--- config.mk ---
export PLATFORM = sky130hd
export DESIGN_NAME = CpuBackend
export DESIGN_NICKNAME = d
export VERILOG_FILES = /design/src/cpu_pkg.sv /design/src/CpuBackend.sv /design/src/InstructionDecode.sv /design/src/InstructionIssue.sv /design/src/IssueQueue.sv /design/src/LoadStoreUnit.sv /design/src/RegisterFile.sv /design/src/SimpleAlu.sv
export VERILOG_INCLUDE_DIRS = /design/src
export SDC_FILE = /design/constraint.sdc
export NUM_CORES = 2
export LEC_CHECK = 0
export BUFFER_PORTS_ARGS = -buffer_cell sky130_fd_sc_hd__buf_2
export CAP_MARGIN = 20
export CORE_MARGIN = 3
export CORE_UTILIZATION = 55
export DETAILED_ROUTE_END_ITERATION = 8
export PLACE_DENSITY = 0.71
export SKIP_CTS_REPAIR_TIMING = 1
export SLEW_MARGIN = 20
export SYNTH_ARGS = -nofsm -noshare
export SYNTH_HDL_FRONTEND = slang
export SYNTH_HIERARCHICAL = 1
export SYNTH_SLANG_ARGS = --single-unit
--- constraint.sdc ---
create_clock -name clk -period 7.99 [get_ports clk]
set_input_delay 0.3995 -clock clk [delete_from_list [all_inputs] [get_ports clk]]
set_output_delay 0.3995 -clock clk [all_outputs]
set_load 0.005 [all_outputs]
--- src/cpu_config.svh ---
`ifndef CPU_CONFIG_SVH
`define CPU_CONFIG_SVH

// Register and memory word width
`define DATA_WIDTH 16

// 16 architectural registers
`define REG_ADDR_WIDTH 4

// Issue queue entries
`define QUEUE_DEPTH 4

// 64 words of data memory
`define MEM_ADDR_WIDTH 6

`define AXI_ADDR_WIDTH 8

`endif

--- src/cpu_pkg.sv ---
`include "cpu_config.svh"

// Instruction word written by the host
//   [3:0]   minor op
//   [5:4]   unit
//   [11:8]  destination register
//   [15:12] source A
//   [19:16] source B
//   [31:16] immediate, load-immediate only
// Load reads memory at the low address bits of register A
// Store writes register B to the same address, no writeback
package cpu_pkg;

    typedef logic [`DATA_WIDTH-1:0] dataWord;
    typedef logic [`REG_ADDR_WIDTH-1:0] regAddr;

    // 0 add, 1 sub, 2 and, 3 or, 4 xor, 5 sll, 6 srl, 7 sltu, 8-15 pass A
    typedef logic [3:0] minorOp;

    typedef enum logic [1:0] {
        UNIT_ALU     = 2'd0,
        UNIT_LOAD    = 2'd1,
        UNIT_STORE   = 2'd2,
        UNIT_LOADIMM = 2'd3
    } unitSelect;

    typedef enum logic [1:0] {
        WB_ALU = 2'd0,
        WB_MEM = 2'd1,
        WB_IMM = 2'd2
    } wbSource;

    typedef enum logic {
        ISSUE_IDLE    = 1'b0,
        ISSUE_MEMWAIT = 1'b1
    } issueState;

endpackage
--- src/CpuBackend.sv ---
`timescale 1ns/100ps
`include "cpu_config.svh"

module CpuBackend import cpu_pkg::*; (
    input  logic                       clk,
    input  logic                       rstN,
    input  logic                       awvalid,
    input  logic [`AXI_ADDR_WIDTH-1:0] awaddr,
    output logic                       awready,
    input  logic                       wvalid,
    input  logic [31:0]                wdata,
    input  logic [3:0]                 wstrb,
    output logic                       wready,
    output logic                       bvalid,
    output logic [1:0]                 bresp,
    input  logic                       bready,
    input  logic                       arvalid,
    input  logic [`AXI_ADDR_WIDTH-1:0] araddr,
    output logic                       arready,
    output logic                       rvalid,
    output logic [31:0]                rdata,
    output logic [1:0]                 rresp,
    input  logic                       rready
);

    // Decode to queue
    logic      queueFull;
    logic      queueEmpty;
    logic      pushValid;
    unitSelect pushUnit;
    minorOp    pushOp;
    regAddr    pushDest;
    regAddr    pushSrcA;
    regAddr    pushSrcB;
    dataWord   pushImm;

    // Queue to issue
    logic      headValid;
    unitSelect headUnit;
    minorOp    headOp;
    regAddr    headDest;
    regAddr    headSrcA;
    regAddr    headSrcB;
    dataWord   headImm;
    logic      pop;
    logic      issueBusy;

    // Register file
    regAddr    srcA;
    regAddr    srcB;
    dataWord   dataA;
    dataWord   dataB;
    regAddr    hostReadAddr;
    dataWord   hostReadData;
    logic      regWriteEn;
    regAddr    regWriteAddr;
    dataWord   regWriteData;

    // Functional units
    minorOp                     aluOp;
    dataWord                    aluResult;
    logic                       lsStart;
    logic                       lsWrite;
    logic [`MEM_ADDR_WIDTH-1:0] lsAddr;
    dataWord                    lsData;
    logic                       lsDone;
    dataWord                    lsReadData;

    InstructionDecode u_InstructionDecode (.*);

    IssueQueue u_IssueQueue (
        .full  (queueFull),
        .empty (queueEmpty),
        .*
    );

    InstructionIssue u_InstructionIssue (
        .busy (issueBusy),
        .*
    );

    SimpleAlu u_SimpleAlu (.*);

    LoadStoreUnit u_LoadStoreUnit (.*);

    RegisterFile u_RegisterFile (.*);

endmodule

--- src/InstructionDecode.sv ---
`timescale 1ns/100ps
`include "cpu_config.svh"

module InstructionDecode import cpu_pkg::*; (
    input  logic                       clk,
    input  logic                       rstN,
    // AXI4-Lite write channel
    input  logic                       awvalid,
    input  logic [`AXI_ADDR_WIDTH-1:0] awaddr,
    output logic                       awready,
    input  logic                       wvalid,
    input  logic [31:0]                wdata,
    input  logic [3:0]                 wstrb,
    output logic                       wready,
    output logic                       bvalid,
    output logic [1:0]                 bresp,
    input  logic                       bready,
    // AXI4-Lite read channel
    input  logic                       arvalid,
    input  logic [`AXI_ADDR_WIDTH-1:0] araddr,
    output logic                       arready,
    output logic                       rvalid,
    output logic [31:0]                rdata,
    output logic [1:0]                 rresp,
    input  logic                       rready,
    // Issue queue side
    input  logic                       queueFull,
    input  logic                       queueEmpty,
    input  logic                       issueBusy,
    output logic                       pushValid,
    output unitSelect                  pushUnit,
    output minorOp                     pushOp,
    output regAddr                     pushDest,
    output regAddr                     pushSrcA,
    output regAddr                     pushSrcB,
    output dataWord                    pushImm,
    // Host register read port
    output regAddr                     hostReadAddr,
    input  dataWord                    hostReadData
);

    logic [31:0] instrWord;
    logic        readFire;

    // Every write is one instruction, the address does not matter
    assign awready = awvalid && wvalid && !queueFull && !bvalid;
    assign wready  = awready;
    assign bresp   = 2'b00;

    // Lanes without a strobe read as zero
    always_comb begin
        for (int i = 0; i < 4; i++) begin
            instrWord[8*i +: 8] = wstrb[i] ? wdata[8*i +: 8] : 8'h00;
        end
    end

    assign pushValid = awvalid && awready && wvalid && wready;
    assign pushUnit  = unitSelect'(instrWord[5:4]);
    assign pushOp    = instrWord[3:0];
    assign pushDest  = instrWord[8 +: `REG_ADDR_WIDTH];
    assign pushSrcA  = instrWord[12 +: `REG_ADDR_WIDTH];
    assign pushSrcB  = instrWord[16 +: `REG_ADDR_WIDTH];
    assign pushImm   = instrWord[31:16];

    always_ff @(posedge clk) begin
        if (!rstN) begin
            bvalid <= 1'b0;
        end else if (pushValid) begin
            bvalid <= 1'b1;
        end else if (bready) begin
            bvalid <= 1'b0;
        end
    end

    // Reads wait until the back end has drained, so they see every accepted write
    assign arready = arvalid && queueEmpty && !issueBusy && !rvalid && !pushValid;
    assign readFire = arvalid && arready;
    assign hostReadAddr = araddr[2 +: `REG_ADDR_WIDTH];
    assign rresp = 2'b00;

    always_ff @(posedge clk) begin
        if (!rstN) begin
            rvalid <= 1'b0;
        end else if (readFire) begin
            rvalid <= 1'b1;
        end else if (rready) begin
            rvalid <= 1'b0;
        end
    end

    always_ff @(posedge clk) begin
        if (readFire) begin
            rdata <= {{(32-`DATA_WIDTH){1'b0}}, hostReadData};
        end
    end

endmodule

--- src/InstructionIssue.sv ---
`timescale 1ns/100ps
`include "cpu_config.svh"

module InstructionIssue import cpu_pkg::*; (
    input  logic                       clk,
    input  logic                       rstN,
    // Queue head
    input  logic                       headValid,
    input  unitSelect                  headUnit,
    input  minorOp                     headOp,
    input  regAddr                     headDest,
    input  regAddr                     headSrcA,
    input  regAddr                     headSrcB,
    input  dataWord                    headImm,
    output logic                       pop,
    // Operand read
    output regAddr                     srcA,
    output regAddr                     srcB,
    input  dataWord                    dataA,
    input  dataWord                    dataB,
    // ALU
    output minorOp                     aluOp,
    input  dataWord                    aluResult,
    // Load/store handshake
    output logic                       lsStart,
    output logic                       lsWrite,
    output logic [`MEM_ADDR_WIDTH-1:0] lsAddr,
    output dataWord                    lsData,
    input  logic                       lsDone,
    input  dataWord                    lsReadData,
    // Writeback
    output logic                       regWriteEn,
    output regAddr                     regWriteAddr,
    output dataWord                    regWriteData,
    output logic                       busy
);

    issueState  state;
    issueState  nextState;
    logic [3:0] unitEnable;
    wbSource    wbSel;
    logic       stall;

    // One enable per functional unit, only for a valid head
    always_comb begin
        unitEnable = '0;
        if (headValid) begin
            unitEnable[headUnit] = 1'b1;
        end
    end

    assign srcA  = headSrcA;
    assign srcB  = headSrcB;
    assign aluOp = headOp;

    // Request stays up with stable operands for the whole wait
    assign lsStart = (state == ISSUE_MEMWAIT);
    assign lsWrite = unitEnable[UNIT_STORE];
    assign lsAddr  = dataA[`MEM_ADDR_WIDTH-1:0];
    assign lsData  = dataB;

    // Congestion stall while the LSU has not finished
    assign stall = lsStart && !lsDone;

    always_comb begin
        pop       = 1'b0;
        nextState = state;
        case (state)
            ISSUE_IDLE: begin
                if (unitEnable[UNIT_ALU] || unitEnable[UNIT_LOADIMM]) begin
                    pop = 1'b1;
                end else if (unitEnable[UNIT_LOAD] || unitEnable[UNIT_STORE]) begin
                    nextState = ISSUE_MEMWAIT;
                end
            end
            ISSUE_MEMWAIT: begin
                if (!stall) begin
                    pop       = 1'b1;
                    nextState = ISSUE_IDLE;
                end
            end
            default: nextState = ISSUE_IDLE;
        endcase
    end

    always_ff @(posedge clk) begin
        if (!rstN) begin
            state <= ISSUE_IDLE;
        end else begin
            state <= nextState;
        end
    end

    always_comb begin
        case (headUnit)
            UNIT_LOAD:    wbSel = WB_MEM;
            UNIT_LOADIMM: wbSel = WB_IMM;
            default:      wbSel = WB_ALU;
        endcase
    end

    // Stores retire without touching the register file
    assign regWriteEn   = pop && !unitEnable[UNIT_STORE];
    assign regWriteAddr = headDest;

    always_comb begin
        case (wbSel)
            WB_MEM:  regWriteData = lsReadData;
            WB_IMM:  regWriteData = headImm;
            default: regWriteData = aluResult;
        endcase
    end

    assign busy = lsStart || headValid;

endmodule

--- src/IssueQueue.sv ---
`timescale 1ns/100ps
`include "cpu_config.svh"

module IssueQueue import cpu_pkg::*; (
    input  logic      clk,
    input  logic      rstN,
    input  logic      pushValid,
    input  unitSelect pushUnit,
    input  minorOp    pushOp,
    input  regAddr    pushDest,
    input  regAddr    pushSrcA,
    input  regAddr    pushSrcB,
    input  dataWord   pushImm,
    input  logic      pop,
    output logic      full,
    output logic      empty,
    output logic      headValid,
    output unitSelect headUnit,
    output minorOp    headOp,
    output regAddr    headDest,
    output regAddr    headSrcA,
    output regAddr    headSrcB,
    output dataWord   headImm
);

    localparam int PTR_WIDTH = (`QUEUE_DEPTH > 1) ? $clog2(`QUEUE_DEPTH) : 1;
    localparam int CNT_WIDTH = $clog2(`QUEUE_DEPTH + 1);

    unitSelect unitMem [`QUEUE_DEPTH];
    minorOp    opMem   [`QUEUE_DEPTH];
    regAddr    destMem [`QUEUE_DEPTH];
    regAddr    srcAMem [`QUEUE_DEPTH];
    regAddr    srcBMem [`QUEUE_DEPTH];
    dataWord   immMem  [`QUEUE_DEPTH];

    logic [PTR_WIDTH-1:0] wrPtr;
    logic [PTR_WIDTH-1:0] rdPtr;
    logic [CNT_WIDTH-1:0] count;
    logic                 doPush;
    logic                 doPop;

    // Wraps for depths that are not a power of two
    function automatic logic [PTR_WIDTH-1:0] nextPtr(input logic [PTR_WIDTH-1:0] ptr);
        if (ptr == PTR_WIDTH'(`QUEUE_DEPTH - 1)) begin
            return '0;
        end
        return ptr + 1'b1;
    endfunction

    assign full      = (count == CNT_WIDTH'(`QUEUE_DEPTH));
    assign empty     = (count == '0);
    assign headValid = !empty;
    assign doPush    = pushValid && !full;
    assign doPop     = pop && !empty;

    always_ff @(posedge clk) begin
        if (!rstN) begin
            wrPtr <= '0;
            rdPtr <= '0;
            count <= '0;
        end else begin
            if (doPush) begin
                wrPtr <= nextPtr(wrPtr);
            end
            if (doPop) begin
                rdPtr <= nextPtr(rdPtr);
            end
            case ({doPush, doPop})
                2'b10:   count <= count + 1'b1;
                2'b01:   count <= count - 1'b1;
                default: count <= count;
            endcase
        end
    end

    always_ff @(posedge clk) begin
        if (doPush) begin
            unitMem[wrPtr] <= pushUnit;
            opMem[wrPtr]   <= pushOp;
            destMem[wrPtr] <= pushDest;
            srcAMem[wrPtr] <= pushSrcA;
            srcBMem[wrPtr] <= pushSrcB;
            immMem[wrPtr]  <= pushImm;
        end
    end

    // Head is visible without waiting for a pop
    assign headUnit = unitMem[rdPtr];
    assign headOp   = opMem[rdPtr];
    assign headDest = destMem[rdPtr];
    assign headSrcA = srcAMem[rdPtr];
    assign headSrcB = srcBMem[rdPtr];
    assign headImm  = immMem[rdPtr];

endmodule

--- src/LoadStoreUnit.sv ---
`timescale 1ns/100ps
`include "cpu_config.svh"

module LoadStoreUnit import cpu_pkg::*; (
    input  logic                       clk,
    input  logic                       rstN,
    input  logic                       lsStart,
    input  logic                       lsWrite,
    input  logic [`MEM_ADDR_WIDTH-1:0] lsAddr,
    input  dataWord                    lsData,
    output logic                       lsDone,
    output dataWord                    lsReadData
);

    dataWord    mem [2**`MEM_ADDR_WIDTH];
    logic [7:0] lfsr;
    logic [1:0] waitCnt;
    logic       active;

    // Done in the cycle the counter runs out, 1 to 4 cycles after the request
    assign lsDone     = active && (waitCnt == 2'd0);
    assign lsReadData = mem[lsAddr];

    always_ff @(posedge clk) begin
        if (!rstN) begin
            lfsr    <= 8'h01;
            waitCnt <= 2'd0;
            active  <= 1'b0;
        end else begin
            // x^8 + x^6 + x^5 + x^4 + 1
            lfsr <= {lfsr[6:0], lfsr[7] ^ lfsr[5] ^ lfsr[4] ^ lfsr[3]};
            if (lsDone) begin
                active <= 1'b0;
            end else if (active) begin
                waitCnt <= waitCnt - 2'd1;
            end else if (lsStart) begin
                active  <= 1'b1;
                waitCnt <= lfsr[1:0];
            end
        end
    end

    always_ff @(posedge clk) begin
        if (lsDone && lsWrite) begin
            mem[lsAddr] <= lsData;
        end
    end

endmodule

--- src/RegisterFile.sv ---
`timescale 1ns/100ps
`include "cpu_config.svh"

module RegisterFile import cpu_pkg::*; (
    input  logic    clk,
    input  logic    rstN,
    input  regAddr  srcA,
    input  regAddr  srcB,
    input  regAddr  hostReadAddr,
    input  logic    regWriteEn,
    input  regAddr  regWriteAddr,
    input  dataWord regWriteData,
    output dataWord dataA,
    output dataWord dataB,
    output dataWord hostReadData
);

    dataWord regs [2**`REG_ADDR_WIDTH];

    always_ff @(posedge clk) begin
        if (!rstN) begin
            for (int i = 0; i < 2**`REG_ADDR_WIDTH; i++) begin
                regs[i] <= '0;
            end
        end else if (regWriteEn) begin
            regs[regWriteAddr] <= regWriteData;
        end
    end

    // Issue operands and host port
    assign dataA        = regs[srcA];
    assign dataB        = regs[srcB];
    assign hostReadData = regs[hostReadAddr];

endmodule

--- src/SimpleAlu.sv ---
`timescale 1ns/100ps

module SimpleAlu import cpu_pkg::*; (
    input  minorOp  aluOp,
    input  dataWord dataA,
    input  dataWord dataB,
    output dataWord aluResult
);

    logic [3:0] shiftAmount;

    // Shifts use only the low nibble of B
    assign shiftAmount = dataB[3:0];

    always_comb begin
        case (aluOp)
            4'd0:    aluResult = dataA + dataB;
            4'd1:    aluResult = dataA - dataB;
            4'd2:    aluResult = dataA & dataB;
            4'd3:    aluResult = dataA | dataB;
            4'd4:    aluResult = dataA ^ dataB;
            4'd5:    aluResult = dataA << shiftAmount;
            4'd6:    aluResult = dataA >> shiftAmount;
            // Unsigned compare, result is 0 or 1
            4'd7:    aluResult = dataWord'(dataA < dataB);
            default: aluResult = dataA;
        endcase
    end

endmodule

After elaboration in Yosys (flattened, before gate mapping)
Memory sizes are Yosys's and may differ from the RTL's. A register that Yosys moved wholly into a read port is not among the register bits.
Index checks and enable logic that the tools add are counted.

storage, ports and cells
  register bits after elaboration = 21
  input bits = 59
  word-level logic and storage cells = 152
  memories kept = 8
  RAM bits = 1416

cells by class
  reduce and logical (&&, ||, !) cells = 39
  muxes and demuxes = 59
  add/subtract/negate cells = 7
  magnitude comparators = 3
  equality and inequality tests = 16
  shift-type cells = 2
  bitwise gates (word level) = 9

memories
  name                  depth  width  read ports  clocked after memory_dff  wr ports  line                 RTL
  u_LoadStoreUnit.mem   64     16     1           0                         1         LoadStoreUnit.sv:15  dataWord mem [2**`MEM_ADDR_WIDTH];
  u_RegisterFile.regs   16     16     3           1                         16        RegisterFile.sv:18   dataWord regs [2**`REG_ADDR_WIDTH];
  u_IssueQueue.immMem   4      16     1           1                         1         IssueQueue.sv:34     dataWord immMem [`QUEUE_DEPTH];
  u_IssueQueue.destMem  4      4      1           1                         1         IssueQueue.sv:31     regAddr destMem [`QUEUE_DEPTH];
  u_IssueQueue.opMem    4      4      1           1                         1         IssueQueue.sv:30     minorOp opMem [`QUEUE_DEPTH];
  u_IssueQueue.srcAMem  4      4      1           1                         1         IssueQueue.sv:32     regAddr srcAMem [`QUEUE_DEPTH];
  2 more memories       n/a    n/a    n/a         n/a                       n/a       n/a

operator list
  operator            count
  $pmux 16 s8         1
  $mux 2              18
  $pmux 16 s2         1
  $mux 1              27
  $mux 8              3
  $logic_and 1x1->1   18
  $add 16x16->16      1
  $and 16x16->16      1
  $eq 4x3->1 const B  4
  $lt 16x16->1        1
  $mux 16             1
  $or 16x16->16       1
  $reduce_or 16->1    1
  $shl 16x4->16       1
  $shr 16x4->16       1
  $sub 16x16->16      1
  $xor 16x16->16      1
  $eq 2x2->1 const B  5
  $eq 4x2->1 const B  2
  $logic_not 1->1     8
  $mux 4              2
  $reduce_bool 2->1   4
  $eq 2x1->1 const B  3
  $mux 6              1
  other kinds (20)    28

Depth between registers and ports, before layout
  depth after elaboration = 14
  gate-level depth with buffers = 25
  mapped depth without buffers = 17

Modules after synthesis
Netlist, hierarchy kept.

modules (own cells, without submodules)
  module             times used  cells each  area an instance (sq um)
  LoadStoreUnit      1           2262        39708.1
  RegisterFile       1           996         15401.0
  IssueQueue         1           234         5451.5
  SimpleAlu          1           582         3977.6
  InstructionDecode  1           87          1017.2
  InstructionIssue   1           107         732.0

Least setup slack after synthesis
No wires, ideal clock.

  path kind = register to register
  start point = reg with a tool-made name
  end point = mem u_RegisterFile/regs[0][8] in the netlist's numbering, data pin
  path buffers = 7
  data arrival time = 5108 ps
  cell stages (with the launch flop) = 24
  path slack = 2628 ps
  cells stage by stage = dfxtp_1 -> buf_6 -> buf_12 -> mux4_2 -> buf_4 -> buf_4 -> buf_4 -> mux4_2 -> a22oi_1 -> nand2_1 -> inv_2 -> buf_1 -> fa_1 -> nor2b_1 -> o31a_1 -> o2111ai_2 -> nand3_1 -> a221o_1 -> a2111oi_1 -> a21oi_1 -> nor2_1 -> a21oi_1 -> clkbuf_1 -> and2_1

RTL lines
  element        line
  end, declared  RegisterFile.sv:18

==> insert_results.sql <==
INSERT INTO impl_metrics (metric_group, metric, value, unit) VALUES
('drt', 'routed_wl', '198000', 'microns'),
('power_and_ir_drop', 'p_int', '13.5', 'mW'),
('synth', 'yosys.area.top_type', 'sky130_fd_sc_hd__edfxtp_1', ''),
('power_and_ir_drop', 'share_comb_of_total_power', '17.9', '%'),
('global_route', 'grt_use_met2', '45.0', '%'),
('synth', 'combinational_family_with_the_most_area_after_synthesis', 'multiplexers', ''),
('global_route', 'grt.busiest_layer', 'met2', ''),
('cts', 'cts.reportedPaths.clkPinSlew', '0.06', 'ns'),
('timing', 'period_share', '94.5', '%'),
('drt', 'ant_nets', '0', ''),
('synth', 'synth_cell_type_count', '103', ''),
('cells_and_area', 'syn2layout_area_growth', '10.8', '%'),
('synth', 'synth_warnings', '6', ''),
('timing', 'hold_viol', '0', ''),
('die', 'io-pin-count', '100', ''),
('timing', 'finalCriticalPeriod', '7.55', 'ns'),
('power_and_ir_drop', 'total_switching_power', '5.29', 'mW'),
('timing', 'fin_worst_skew', '0.0454', 'ns'),
('power_and_ir_drop', 'vdd_ir_drop_max', '181', 'uV'),
('drt', 'vias_per_cell', '6.96', ''),
('outcome', 'outcome', 'complete, no violations', ''),
('synth', 'post_synth_and_or_nand_nor_area_fraction', '7.43', '%'),
('cells_and_area', 'mostFrequentLayoutCells', 'sky130_fd_sc_hd__edfxtp_1, sky130_fd_sc_hd__and2_1, sky130_fd_sc_hd__mux4_2', ''),
('global_route', 'grt_overflow_total', '0', ''),
('critical_path', 'setup_cp_type', 'flop to flop', ''),
('global_route', 'grt_pass1_wl', '284000', 'microns'),
('synth', 'synth-async-reset-ratio', '0', '%'),
('drt', 'drt_iter0_drcs', '6966', ''),
('critical_path', 'crit_path_frequent_cell', 'sky130_fd_sc_hd__buf_4', ''),
('global_route', 'groute.layer.met1.usage', '44.8', '%'),
('critical_path', 'cp_capture_type', 'flop', ''),
('critical_path', 'startpoint_class_of_the_critical_path', 'flop', ''),
('min_path', 'min_path_type', 'primary input to flop', ''),
('critical_path', 'path_buf_inv', '4', ''),
('cells_and_area', 'layout.cells.most_common', 'sky130_fd_sc_hd__edfxtp_1', ''),
('job', 'maxCapViolCount', '0', ''),
('die', 'design.die.area', '0.125', 'sq mm'),
('drt', 'wire_per_inst', '32.6', 'microns'),
('global_route', 'grtUsageTotal', '31.4', '%'),
('min_path', 'min_from', 'wdata[10]', ''),
('die', 'die-width', '353', 'microns'),
('synth', 'syn_avg_cell_area', '15.5', 'sq um'),
('global_route', 'antenna_violations_before_repair', '9', ''),
('power_and_ir_drop', 'p_per_area', '256', 'mW/mm^2'),
('synth', 'number_of_synthesized_flops_with_an_enable_pin', '1432', ''),
('drt', 'drc_errors', '0', ''),
('die', 'effective_utilization_at_floorplan', '55.8', '%'),
('cts', 'numClockSinks', '1455', ''),
('critical_path', 'cp_cell_sequence', 'buf_4 > mux4_2 > buf_4 > mux4_2 > a22oi_1 > nand2_4 > and2_2 > buf_4 > a221oi_1 > nor2_1 > o21ai_0 > nand4_1 > or4b_1 > mux2i_1 > a21oi_1 > buf_4 > and2_1', ''),
('power_and_ir_drop', 'sw_frac_of_total', '28.1', '%'),
('critical_path', 'crit_arrival', '8.08', 'ns'),
('critical_path', 'critical_path_peak_fanout', '33', ''),
('timing', 'final.hold.worst_slack', '0.00158', 'ns'),
('timing', 'rsz0062_at_grt', 'no', ''),
('critical_path', 'worst_path_largest_cell_delay', '0.94', 'ns'),
('timing', 'relSlewSlack', '17.2', '%'),
('power_and_ir_drop', 'power.leakage', '24.4', 'nW'),
('critical_path', 'rr_endpoint', 'u_RegisterFile/regs[4][13]', ''),
('timing', 'fin_setup_tns', '0', 'ns'),
('cells_and_area', 'stdcell_area', '0.0735', 'sq mm'),
('critical_path', 'reg2regPathDepth', '17', ''),
('synth', 'post_synth_fa_ha_maj_area_fraction', '1.22', '%'),
('die', 'die-height', '353', 'microns'),
('timing', 'worst_slew_pin_slew', '1.24', 'ns'),
('cts', 'clk_root_buffer_cell', 'sky130_fd_sc_hd__clkbuf_16', ''),
('die', 'core_area', '0.119', 'sq mm'),
('timing', 'fmax', '132', 'MHz'),
('synth', 'ys_dominant_reg_cell', 'sky130_fd_sc_hd__edfxtp_1', ''),
('place', 'dp_hpwl', '122000', 'microns'),
('critical_path', 'timing.reg2reg.setup_slack', '0.44', 'ns'),
('global_route', 'via_count_of_the_first_global_routing_pass', '40200', '');
[synthesized netlist by cell type, drive strengths merged, types with 55 or more instances]
library cell	n
a21oi	121
a221oi	187
a22oi	244
and2	314
buf	260
clkbuf	135
edfxtp	1432
ha	60
inv	59
mux2	55
mux2i	121
mux4	266
nand2	142
nor2	259
o21ai	113
o22ai	62
[logic make-up after synthesis]
logic type / Yosys count
adders and majority gates: 63
and+or+nand+nor: 910
DFF: 1455
muxes: 442
AOI/OAI and AO/OA: 929
xor gates and xnor gates: 14
other: 1
buffers and inverters: 454
[flip-flops by register name, indices dropped and copies added, names as in the netlist, 2 cells and up, named ones only]
name                       cells
u_LoadStoreUnit/mem         1024
u_RegisterFile/regs          256
u_IssueQueue/immMem           64
u_InstructionDecode/rdata     16
u_IssueQueue/destMem          16
u_IssueQueue/opMem            16
u_IssueQueue/srcAMem          16
u_IssueQueue/srcBMem          16
u_IssueQueue/unitMem           8
u_LoadStoreUnit/lfsr           8
u_IssueQueue/count             3
u_IssueQueue/rdPtr             2
u_IssueQueue/wrPtr             2
u_LoadStoreUnit/waitCnt        2
[final cells by class]
type,count,area (sq um)
diodes,2,5.00
clock buffers,173,3840
clock inverters,86,866
fillers,8590,45400
inverters,59,221
multi-input cells,2378,20800
flip-flops and latches,1455,43500
well taps,1600,2000
repair buffers,308,2300
[worst register-to-register path: stages, from the launching register on]
cell and delay (ns):
sky130_fd_sc_hd__dfxtp_2 0.33, sky130_fd_sc_hd__buf_4 0.53, sky130_fd_sc_hd__mux4_2 0.95, sky130_fd_sc_hd__buf_4 0.39, sky130_fd_sc_hd__mux4_2 0.31, sky130_fd_sc_hd__a22oi_1 0.55, sky130_fd_sc_hd__nand2_4 0.43, sky130_fd_sc_hd__and2_2 0.65
sky130_fd_sc_hd__buf_4 0.40, sky130_fd_sc_hd__a221oi_1 0.32, sky130_fd_sc_hd__nor2_1 0.07, sky130_fd_sc_hd__o21ai_0 0.68, sky130_fd_sc_hd__nand4_1 0.31, sky130_fd_sc_hd__or4b_1 0.67, sky130_fd_sc_hd__mux2i_1 0.21, sky130_fd_sc_hd__a21oi_1 0.10
sky130_fd_sc_hd__buf_4 0.24, sky130_fd_sc_hd__and2_1 0.17
[layer usage]
layer	up-vias	share of wire [%]
met5	-	0.013
met2	3191	44
met4	4	5.0
met1	21300	37
met3	523	14
li1	17200	-
[worst max path at each step]
stage | startpoint | endpoint | slack [ns] | cells past startpoint
6_report | flop | u_RegisterFile/regs[4][13] | 0.44 | 17
2_1_floorplan | flop | u_RegisterFile/regs[0][8] | 2.63 | 23
4_1_cts | flop | u_RegisterFile/regs[4][13] | 0.74 | 17
3_5_place_dp | flop | u_RegisterFile/regs[11][13] | 0.74 | 17
3_3_place_gp | flop | u_RegisterFile/regs[8][8] | 0.74 | 16
5_1_grt | flop | u_RegisterFile/regs[4][13] | 0.41 | 17
[per-stage QoR]
stage / worst slack, ns / power (mW) / cells
2_1_floorplan: 2.63 / 10.8 / 4287
3_3_place_gp: 0.742 / 12.1 / 5792
3_5_place_dp: 0.742 / 12.1 / 5792
4_1_cts: 0.740 / 18.8 / 6051
5_1_grt: 0.414 / 19.3 / 6059
6_report: 0.438 / 18.8 / 6061
[power groups by stage]
stage          registers (mW)  logic, mW  clock network [mW]
3_5_place_dp             8.86       3.24                   0
4_1_cts                  8.70       3.25                6.82
3_3_place_gp             8.85       3.21                   0
6_report                 8.70       3.36                6.76
5_1_grt                  8.71       3.49                7.12
2_1_floorplan            8.84       1.99                   0
Note: power is estimated with default switching activity, not from simulation.
